<file path="src/logic/pcpu_pkg.sv">
`default_nettype none

package pcpu_pkg;

	localparam int WORD_WIDTH    = 16;
	localparam int ADDR_WIDTH    = 8;
	localparam int MEM_DEPTH     = 256;
	localparam int REG_COUNT     = 8;
	localparam int REG_IDX_WIDTH = 3;

	// instruction word layout
	localparam int OP_MSB     = 15;
	localparam int OP_LSB     = 11;
	localparam int R1_MSB     = 10;
	localparam int R2_MSB     = 6;
	localparam int R3_MSB     = 2;
	localparam int IMM4_WIDTH = 4;
	localparam int IMM8_WIDTH = 8;

	typedef logic [WORD_WIDTH-1:0]    word_t;
	typedef logic [ADDR_WIDTH-1:0]    addr_t;
	typedef logic [REG_IDX_WIDTH-1:0] reg_idx_t;

	typedef enum logic [OP_MSB-OP_LSB:0] {
		OP_NOP   = 5'b00000,
		OP_HALT  = 5'b00001,
		OP_LOAD  = 5'b00010,
		OP_STORE = 5'b00011,
		OP_SLL   = 5'b00100,
		OP_SLA   = 5'b00101,
		OP_SRL   = 5'b00110,
		OP_SRA   = 5'b00111,
		OP_ADD   = 5'b01000,
		OP_ADDI  = 5'b01001,
		OP_SUB   = 5'b01011,
		OP_AND   = 5'b01101,
		OP_XOR   = 5'b01110,
		OP_OR    = 5'b01111,
		OP_LDIH  = 5'b10000,
		OP_SUBI  = 5'b10011
	} opcode_e;

	typedef enum logic {
		RUN_IDLE = 1'b0,
		RUN_EXEC = 1'b1
	} run_state_e;

	// all-zero word decodes as NOP
	localparam word_t NOP_WORD = '0;

	function automatic opcode_e op_of(input word_t ir);
		return opcode_e'(ir[OP_MSB:OP_LSB]);
	endfunction

	function automatic reg_idx_t r1_of(input word_t ir);
		return ir[R1_MSB -: REG_IDX_WIDTH];
	endfunction

	function automatic reg_idx_t r2_of(input word_t ir);
		return ir[R2_MSB -: REG_IDX_WIDTH];
	endfunction

	function automatic reg_idx_t r3_of(input word_t ir);
		return ir[R3_MSB -: REG_IDX_WIDTH];
	endfunction

	////////////////////////////////////////////////////////////////////////////
	// classification

	function automatic logic writes_register(input opcode_e op);
		return op inside {OP_LOAD, OP_LDIH, OP_ADD, OP_ADDI, OP_SUB, OP_SUBI,
			OP_AND, OP_OR, OP_XOR, OP_SLL, OP_SRL, OP_SLA, OP_SRA};
	endfunction

	function automatic logic reads_r3(input opcode_e op);
		return op inside {OP_ADD, OP_SUB, OP_AND, OP_OR, OP_XOR};
	endfunction

	function automatic logic reads_r2(input opcode_e op);
		return op inside {OP_LOAD, OP_STORE, OP_SLL, OP_SRL, OP_SLA, OP_SRA,
			OP_ADD, OP_SUB, OP_AND, OP_OR, OP_XOR};
	endfunction

	// r1 as a source, store data or immediate base
	function automatic logic reads_r1(input opcode_e op);
		return op inside {OP_ADDI, OP_SUBI, OP_LDIH, OP_STORE};
	endfunction

endpackage

`default_nettype wire

</file>
<file path="src/logic/execute_stage.sv">
`timescale 1ns/1ps
`default_nettype none

module execute_stage import pcpu_pkg::*;
(
	input  wire        clock,
	input  wire        reset,
	input  wire        i_advance,
	input  wire word_t i_ex_ir,
	input  wire word_t i_reg_a,
	input  wire word_t i_reg_b,
	input  wire word_t i_store_data,
	output word_t      o_alu_result,
	output logic       o_ex_is_load,
	output reg_idx_t   o_ex_load_dest,
	output word_t      o_mem_ir,
	output word_t      o_reg_c,
	output logic       o_store_valid,
	output addr_t      o_store_addr,
	output word_t      o_store_data
);

	opcode_e               ex_op;
	word_t                 imm8;
	logic [IMM4_WIDTH-1:0] shamt;

	assign ex_op = op_of(i_ex_ir);
	assign imm8  = word_t'(i_ex_ir[IMM8_WIDTH-1:0]);

	// shift count rides in operand B as the 4-bit immediate
	assign shamt = i_reg_b[IMM4_WIDTH-1:0];

	////////////////////////////////////////////////////////////////////////////
	// ALU and shifter

	always_comb
	begin
		case (ex_op)
			// base plus 4-bit offset
			OP_LOAD,
			OP_STORE:
				o_alu_result = i_reg_a + i_reg_b;
			OP_LDIH:
				o_alu_result = i_reg_a + (imm8 << IMM8_WIDTH);
			OP_ADD:
				o_alu_result = i_reg_a + i_reg_b;
			OP_ADDI:
				o_alu_result = i_reg_a + imm8;
			OP_SUB:
				o_alu_result = i_reg_a - i_reg_b;
			OP_SUBI:
				o_alu_result = i_reg_a - imm8;
			OP_AND:
				o_alu_result = i_reg_a & i_reg_b;
			OP_OR:
				o_alu_result = i_reg_a | i_reg_b;
			OP_XOR:
				o_alu_result = i_reg_a ^ i_reg_b;
			OP_SLL,
			OP_SLA:
				o_alu_result = i_reg_a << shamt;
			OP_SRL:
				o_alu_result = i_reg_a >> shamt;
			OP_SRA:
				o_alu_result = word_t'($signed(i_reg_a) >>> shamt);
			default:
				o_alu_result = '0;
		endcase
	end

	// pending load destination for the stall check
	assign o_ex_is_load   = (ex_op == OP_LOAD);
	assign o_ex_load_dest = r1_of(i_ex_ir);

	// execute to memory
	always_ff @(posedge clock or negedge reset)
	begin
		if (!reset)
			o_mem_ir <= NOP_WORD;
		else if (i_advance)
			o_mem_ir <= i_ex_ir;
	end

	always_ff @(posedge clock)
	begin
		if (i_advance)
		begin
			o_reg_c      <= o_alu_result;
			o_store_data <= i_store_data;
		end
	end

	// one strobe per store, only on a cycle the pipeline moves
	assign o_store_valid = i_advance && (op_of(o_mem_ir) == OP_STORE);
	assign o_store_addr  = o_reg_c[ADDR_WIDTH-1:0];

endmodule

`default_nettype wire

</file>
<file path="config.mk">
export PLATFORM = sky130hd
export DESIGN_NAME = execute_stage
export DESIGN_NICKNAME = d
export VERILOG_FILES = /design/src/logic/pcpu_pkg.sv /design/src/logic/execute_stage.sv
export SDC_FILE = /design/constraint.sdc
export NUM_CORES = 1
export LEC_CHECK = 0
export ABC_AREA = 1
export ABC_CLOCK_PERIOD_IN_PS = 3500
export BUFFER_PORTS_ARGS = -buffer_cell sky130_fd_sc_hd__buf_2
export CAP_MARGIN = 30
export CELL_PAD_IN_SITES_DETAIL_PLACEMENT = 0
export CELL_PAD_IN_SITES_GLOBAL_PLACEMENT = 1
export CORE_MARGIN = 2
export CORE_UTILIZATION = 39
export DETAILED_ROUTE_END_ITERATION = 6
export PLACE_DENSITY_LB_ADDON = 0.15
export SLEW_MARGIN = 20
export SYNTH_ARGS = -nofsm -noshare
export SYNTH_HDL_FRONTEND = slang
export SYNTH_SLANG_ARGS = --single-unit
</file>
<file path="constraint.sdc">
create_clock -name clock -period 3.5 [get_ports clock]
set_input_delay 0.35 -clock clock [delete_from_list [all_inputs] [get_ports clock]]
set_output_delay 0.35 -clock clock [all_outputs]
set_load 0.01 [all_outputs]
</file>
# Word level (Yosys, flattened, before mapping)
# Index checks and enable logic that the tools add are counted.
# Widths: inputs -> output; s select.
# word_totals
ff_bits,48
latchBits,0
ramBits,0
romBits,0
input_bits,67
word_cells,33
n_memories,0
# classes
add_sub_neg,5
multipliers,0
div_mod_pow,0
n_lt_le_gt_ge,0
eq_ne,15
shift,3
muxes,1
bitwise,3
n_reduce_logical,3
# ops
op,n
$pmux 16 s11,1
$add 16x16->16,2
$eq 5x4->1 const B,6
$eq 5x3->1 const B,4
$add 16x8->16,1
$and 16x16->16,1
$or 16x16->16,1
$shl 16x4->16,1
$shr 16x4->16,1
$sshr 16x4->16,1
$sub 16x16->16,1
$sub 16x8->16,1
$xor 16x16->16,1
$eq 5x2->1 const B,3
$eq 5x5->1 const B,2
$reduce_or 3->1,1
$reduce_or 2->1,1
$logic_and 1x1->1,1

# Longest topological paths before layout
# Gate-level depths: netlist of run 1.
# depth
word_depth,3
ltp_mapped,20
depth_no_buf,20

# Worst setup path before layout of run 1
# Ideal clock, no wire load.
# synth_path
kind,input to output
startpoint,in i_reg_b[1]
endpoint,out o_alu_result[15]
t_arrival_ns,2.765
required_ns,3.150
slack_ns,0.385
cell_stages,18
n_path_buf,1
cell_sequence,inv_2 -> clkbuf_1 -> ha_1 -> nand4_1 -> nor2_1 -> nand2_1 -> inv_1 -> nand3_1 -> nand2_1 -> o22ai_1 -> ha_1 -> nand2_1 -> nor4_1 -> nand2_1 -> nand3_1 -> nand3_1 -> nand3_1 -> nand2_1
# synth_between
elab_chain_len,2
elab_cells_between_ends,6
# synth_rtl
element,line,text
start: declaration,execute_stage.sv:11,"input wire word_t i_reg_b,"
"$sub 16x16->16, or another cell as far along",execute_stage.sv:50,o_alu_result = i_reg_a - i_reg_b;
$pmux 16 s11 (*),execute_stage.sv:38,case (ex_op)
end: declaration,execute_stage.sv:13,"output word_t o_alu_result,"
# Every way passes the cells marked *; elsewhere a longest branch is shown, timed or not.

# Worst setup path in the final report of run 1
# layout_path
startpoint,in i_ex_ir[0]
endpoint,out o_alu_result[13]
# layout_between
elab_chain_len,2
elab_cells_between_ends,4
# layout_rtl
element,line,text
start: declaration,execute_stage.sv:9,"input wire word_t i_ex_ir,"
"$sub 16x8->16, or another cell as far along",execute_stage.sv:52,o_alu_result = i_reg_a - imm8;
$pmux 16 s11 (*),execute_stage.sv:38,
# Marks and branches as above.

==> results of run 1 <==
cell usage in the layout (no fill, tap or decap), types with 3 or more instances in the layout:
| cell | n |
|---|---|
| o211ai_1 | 13 |
| nand3_2 | 11 |
| nand3_1 | 64 |
| o21ai_0 | 78 |
| nand3_4 | 4 |
| buf_2 | 139 |
| dfrtp_1 | 16 |
| nor2_1 | 72 |
| inv_2 | 9 |
| and2_1 | 3 |
| nor2_4 | 6 |
| edfxtp_1 | 32 |
| inv_1 | 78 |
| nand4_1 | 17 |
| clkbuf_16 | 5 |
| nor3_1 | 11 |
| o221ai_1 | 5 |
| nand2_2 | 9 |
| o21a_1 | 10 |
| a21o_1 | 3 |
| o22ai_1 | 7 |
| or2_2 | 8 |
| buf_4 | 63 |
| o21ai_1 | 6 |
| a21oi_1 | 47 |
| a21oi_2 | 9 |
| buf_6 | 3 |
| nor2_2 | 6 |
| or2_1 | 3 |
| nand2_1 | 232 |
| xor2_1 | 5 |
| a31oi_1 | 4 |
| nor4_1 | 3 |
| nand3b_1 | 5 |
| ha_1 | 59 |
| mux2_2 | 4 |
cell type report:
class | instances | area (um^2) | share of cell area
flip-flops and latches | 48 | 1360 | 0.179
clock buffers | 5 | 125 | 0.0165
multi-input cells | 729 | 4240 | 0.558
repair buffers | 207 | 1230 | 0.162
inverters | 92 | 363 | 0.0478
clock inverters | 3 | 46.3 | 0.00610
well taps | 188 | 235 | 0.0310
worst max-delay path: cells and delay by family:
kind | cells | cell delay, ns
compound gates | 6 | 0.94
simple gates | 6 | 0.82
buf+inv | 4 | 0.48
fa+ha+maj | 2 | 0.48
layer usage:
layer  share of wire  global-route usage  up-vias  routed length (um)
met1            0.47               0.405     3089               11000
met2            0.44               0.431      266               10200
met3           0.060              0.0271       30                1390
met5               0                   0        -                   0
met4           0.025              0.0763        0                 573
li1                -                   -     3441                   -
metrics by stage:
step                instances  utilization  cell area, um^2
floorplan                 911            -             6020
global placement         1260        0.474             7180
detailed placement       1260        0.474             7180
CTS                      1269        0.487             7380
global route             1272        0.501             7590
finish                   1272        0.501             7590
synthesized netlist by cell type, types with 2 or more instances:
library cell  count  share of area
buf_6             2         0.0037
nor2_2            7         0.0073
nor2_1           75          0.047
o221ai_1          5         0.0073
inv_2             9         0.0056
o21a_1           10          0.012
dfrtp_1          16          0.066
buf_1             2         0.0012
nor4_1            4         0.0042
or2_2             8         0.0083
buf_4            15          0.019
a31oi_1           4         0.0042
fa_1              2         0.0066
o31ai_1           2         0.0025
buf_2            13          0.011
o21ai_1           3         0.0025
clkbuf_1         10         0.0062
inv_1            82          0.051
ha_1             59           0.12
nand4_1          17          0.018
mux2i_1           2         0.0033
a21oi_1          56          0.047
mux2_2            4         0.0075
xor2_1            5         0.0073
nor3_1           11         0.0091
nand3b_1          5         0.0062
nand2_2           4         0.0042
o21ai_0          83          0.069
edfxtp_1         32           0.16
nand2_1         237           0.15
nand3_2           2         0.0033
and2_1            3         0.0031
o22ai_1           7         0.0073
nor2_4            2         0.0037
o211ai_1         13          0.016
a211oi_1          2         0.0025
or2_1             2         0.0021
nand3_1          75          0.062
a21o_1            3         0.0037
nand3_4           2         0.0058
xnor2_1           2         0.0029
final timing paths:
check                                       endpoint                     from  slack (ns)
min reg2reg                  o_mem_ir[8]$_DFFE_PN0P_  o_mem_ir[8]$_DFFE_PN0P_        0.50
max reg2reg                  o_mem_ir[6]$_DFFE_PN0P_  o_mem_ir[6]$_DFFE_PN0P_        2.76
min in group asynchronous   o_mem_ir[12]$_DFFE_PN0P_                    reset        0.49
min                        o_store_data[4]$_DFFE_PP_          i_store_data[4]        0.23
max in group asynchronous    o_mem_ir[7]$_DFFE_PN0P_                    reset        2.73
max                                 o_alu_result[13]               i_ex_ir[0]        0.09
kinds of logic (layout without fill, tap and decap cells):
group / count (synthesis) / after routing / share of synthesized area
AOI/OAI and AO/OA: 196 / 196 / 0.186
DFF: 48 / 48 / 0.226
adders and majority gates: 61 / 61 / 0.129
xor gates and xnor gates: 7 / 7 / 0.0102
buffers and inverters: 134 / 307 / 0.0981
and+or+nand+nor: 459 / 459 / 0.340
muxes: 6 / 6 / 0.0108
flip-flops by register name (all words and copies together) (netlist names):
| signal | cells |
|---|---|
| o_mem_ir | 16 |
| o_store_data | 16 |
| o_reg_c | 16 |
repair_timing:
action	in CTS	in global routing
hold endpoints to repair	16	0
gates cloned	0	0
setup buffers	0	3
hold buffers	1	0
endpoints found under the setup margin	6	12
gates resized for setup	6	56
pin swaps	1	16
power by group through the flow:
stage	Sequential (uW)	Combinational [uW]	Clock [uW]
5_1_grt	694	1050	616
2_1_floorplan	733	483	0
6_report	689	949	580
4_1_cts	689	893	598
3_5_place_dp	702	884	0
3_3_place_gp	700	887	0
==> impl_metrics.ini, run 1 <==
[pwr]
power_switching_uw = 847
p_int_uw = 1370
power.total_uw = 2220
swShare = 0.382
vdd_ir_drop_max_mv = 0.181
p_comb_frac = 0.428
power-per-cell-area_mw_per_mm2 = 292
p_clk_frac = 0.262
leakagePower_uw = 0.00382
pwr-share-seq = 0.311

[placement]
place_hpwl_um = 18800
dp_slack_ns = -0.135
place_congestion = 0.926
numPortBuffers = 143

[floorplanning]
core-area_mm2 = 0.0151
ios = 144
initial_core_util = 0.398
die_h_um = 128
rows = 45
die_x_um = 128
die-area_mm2 = 0.0165

[timing]
tns_ns = 0
slew_viol_final = 0
finalSetupViolations = 0
fin_crit_ns = 3.41
timing.fmax_mhz = 293
setup_slack_ns = 0.0868
hold_ws_ns = 0.225
tightest_slew_ns = 0.789
finalHoldViolations = 0
slew_headroom = 0.472
fin_crit_sh = 0.975
skew_ns = 0

[route]
drtIter0Drc = 618
drc_errors = 0
ant_nets = 0
drtPass1Iterations = 5
vias_per_cell = 5.37
wl_per_cell_um = 18.2
wirelength_um = 23100
vias = 6826

[clocking]
cts_tree = yes
cts_buffers = 5
cts.sinks = 48
clock-root-buffer = clkbuf_16
h-tree-depth = 2
clk_latency_ns = 0.29
path_clk_slew_ns = 0.07
cts_buffer_depth = 2

[setup_path]
crit_slowest_cell = or2_2
arrival_ns = 3.06
end_kind = output port
reg2reg_depth = 1
cpMostUsedCell = a21oi_1
worstPathRequired_ns = 3.15
cp_cell_sequence = buf_8 -> inv_8 -> ha_1 -> nand4_1 -> or2_2 -> o21ai_2 -> a21oi_1 -> o22ai_1 -> ha_1 -> a21oi_1 -> buf_4 -> o21ai_1 -> a21oi_1 -> nand2_1 -> nand2_1 -> nand3_1 -> nand3b_1 -> buf_2
max_stage_delay_ns = 0.32
worstPathMaxFanout = 5
critical_path_class = in -> out
startpoint_type = input pin

[synthesis]
synthCells = 911
synth_flop_cell = edfxtp_1
ys_ff_latch = 48
async_reset_ff_frac = 0.333
syn-num-nets = 1039
synth-edff-count = 32
netlist_area_mm2 = 0.00602
yosysWarningCount = 0
ys_seq_area_frac = 0.226
syn_avg_cell_area_um2 = 6.61
netlist-cell-type-count = 55

[global_route]
grt_pass1_wl_um = 34600
antenna_found_initial = 2
grtUsageTotal = 0.276
grt_pass1_vias = 6152
grt_max_degree = 41
gr-total-overflow = 0

[min_path]
hold_class = in -> reg
whs_path_depth = 1

[run_status]
status = complete, no violations

[layout]
area_delta_synth_final_pct = 26.1
drive_above_1_share = 0.268
num-fill-cells = 1588
final_nets = 1211
antenna_cells = 0

[run]
drv_cap = 0
Power figures use the tool's default switching activity.
==> run 2: changes to the inputs <==
- BUFFER_PORTS_ARGS: -buffer_cell sky130_fd_sc_hd__buf_2 -> -buffer_cell sky130_fd_sc_hd__buf_4
- CAP_MARGIN: 30 -> 20
==> impl_metrics.ini, run 2 (same netlist as run 1, synthesis figures left out) <==
[layout]
antenna_cells = 0
regArea_mm2 = 0.00136
num-fill-cells = 1593
multi_input_area_mm2 = 0.00431
drive_above_1_share = 0.277
largestRegisters = o_mem_ir x16, o_reg_c x16, o_store_data x16
final_common_cell = nand2_1
final_nets = 1208
mostFrequentLayoutCells = nand2_1, buf_4, inv_1
area_delta_synth_final_pct = 33.2

[clocking]
h-tree-depth = 2
clk_latency_ns = 0.30
clock-root-buffer = clkbuf_16
cts_buffer_depth = 2
cts_tree = yes
cts.sinks = 48
cts_buffers = 5
path_clk_slew_ns = 0.07

[timing]
rsz0062_at_grt = true
finalSetupViolations = 0
skew_ns = 0
slew_headroom = 0.525
tightest_slew_ns = 0.713
slew_viol_final = 0
fin_crit_sh = 0.967
timing.fmax_mhz = 295
finalHoldViolations = 0
fin_crit_ns = 3.39
tns_ns = 0
hold_ws_ns = 0.227

[global_route]
grt_pass1_vias = 6386
grt_pass1_wl_um = 35500
grtUsageTotal = 0.281
antenna_found_initial = 0
gr-total-overflow = 0
grt_max_degree = 62

[run_status]
status = complete, no violations

[setup_path]
end_kind = output port
arrival_ns = 3.04
worstPathMaxFanout = 5
worstPathRequired_ns = 3.15
startpoint_type = input pin
critical_path_class = in -> out

[route]
drtPass1Iterations = 5
vias = 6997
drc_errors = 0
vias_per_cell = 5.51
wl_per_cell_um = 18.6
wirelength_um = 23600
ant_nets = 0
drtIter0Drc = 594

[floorplanning]
die_x_um = 128
ios = 144
die_h_um = 128
die-area_mm2 = 0.0165
initial_core_util = 0.398
core-area_mm2 = 0.0151
rows = 45

[placement]
place_congestion = 0.983
numPortBuffers = 143
place_hpwl_um = 18900

[run]
drv_cap = 0

[pwr]
vdd_ir_drop_max_mv = 0.291
leakagePower_uw = 0.00394
power.total_uw = 2370
power-per-cell-area_mw_per_mm2 = 296

[min_path]
hold_class = in -> reg
[run 2: cell count changes in the layout (fill, tap and decap cells not counted), moves of 3 or more]
cell     change
nor2_2       +4
buf_2      -139
buf_4      +136
ha_2         +3
ha_1         -3
o21ai_0      -3
[run 2: worst max-delay path, stage by stage]
cell and delay (ns):
buf_8 0.10, inv_6 0.07, ha_1 0.18, nand4_1 0.12, or2_2 0.31, o21ai_2 0.18
nand3_2 0.13, o21ai_0 0.20, ha_2 0.37, a21oi_4 0.20, o21ai_1 0.11, a21oi_2 0.16
inv_1 0.07, nand2_1 0.05, nand3_1 0.15, nand3_2 0.14, buf_4 0.12
[run 2: metrics by stage]
step           setup WS [ns]  area, um^2  cells   util
2_1_floorplan          0.385        6020    911      -
3_3_place_gp         -0.0639        7480   1252  0.494
3_5_place_dp          -0.133        7480   1252  0.494
4_1_cts              0.00398        7710   1261  0.509
5_1_grt              -0.0560        8020   1269  0.530
6_report               0.115        8020   1269  0.530
[run 2: area by class of cell]
class                           instances  share of cell area
Clock buffer                            5              0.0156
Tap cell                              188              0.0293
Inverter                               92              0.0446
Multi-Input combinational cell        729               0.538
Timing Repair Buffer                  204               0.195
Clock inverter                          3             0.00858
Sequential cell                        48               0.170
[run 2: power by group]
| part | leakage [uW] | switching [uW] | internal [uW] |
|---|---|---|---|
| logic | 0.00335 | 605 | 427 |
| clock network | 0.0000944 | 238 | 413 |
| registers | 0.000492 | 22.1 | 670 |
[run 2: per-layer routing]
metal	up-vias	track usage	part of all wire
met1	3201	0.408	0.46
li1	3442	-	-
met2	308	0.435	0.43
met5	-	0	0
met4	0	0.102	0.038
met3	46	0.0255	0.065
[run 2: path summary, 6_finish.rpt]
kind	startpoint	end	slack [ns]	cells past startpoint
hold / removal	i_store_data[4]	o_store_data[4]$_DFFE_PP_	0.23	1
hold reg to reg	o_mem_ir[8]$_DFFE_PN0P_	o_mem_ir[8]$_DFFE_PN0P_	0.51	1
setup / recovery	i_ex_ir[0]	o_alu_result[11]	0.11	17
setup reg to reg	o_mem_ir[9]$_DFFE_PN0P_	o_mem_ir[9]$_DFFE_PN0P_	2.75	1
max in group asynchronous	reset	o_mem_ir[8]$_DFFE_PN0P_	2.87	2
min in group asynchronous	reset	o_mem_ir[12]$_DFFE_PN0P_	0.43	2
[run 2: what timing repair did]
item | CTS | global route
endpoints found under the setup margin | 6 | 11
resized for setup | 15 | 63
buffers inserted | 0 | 8
hold buffers | 1 | 0
endpoints found under the hold margin | 16 | 0
pin swaps | 10 | 25
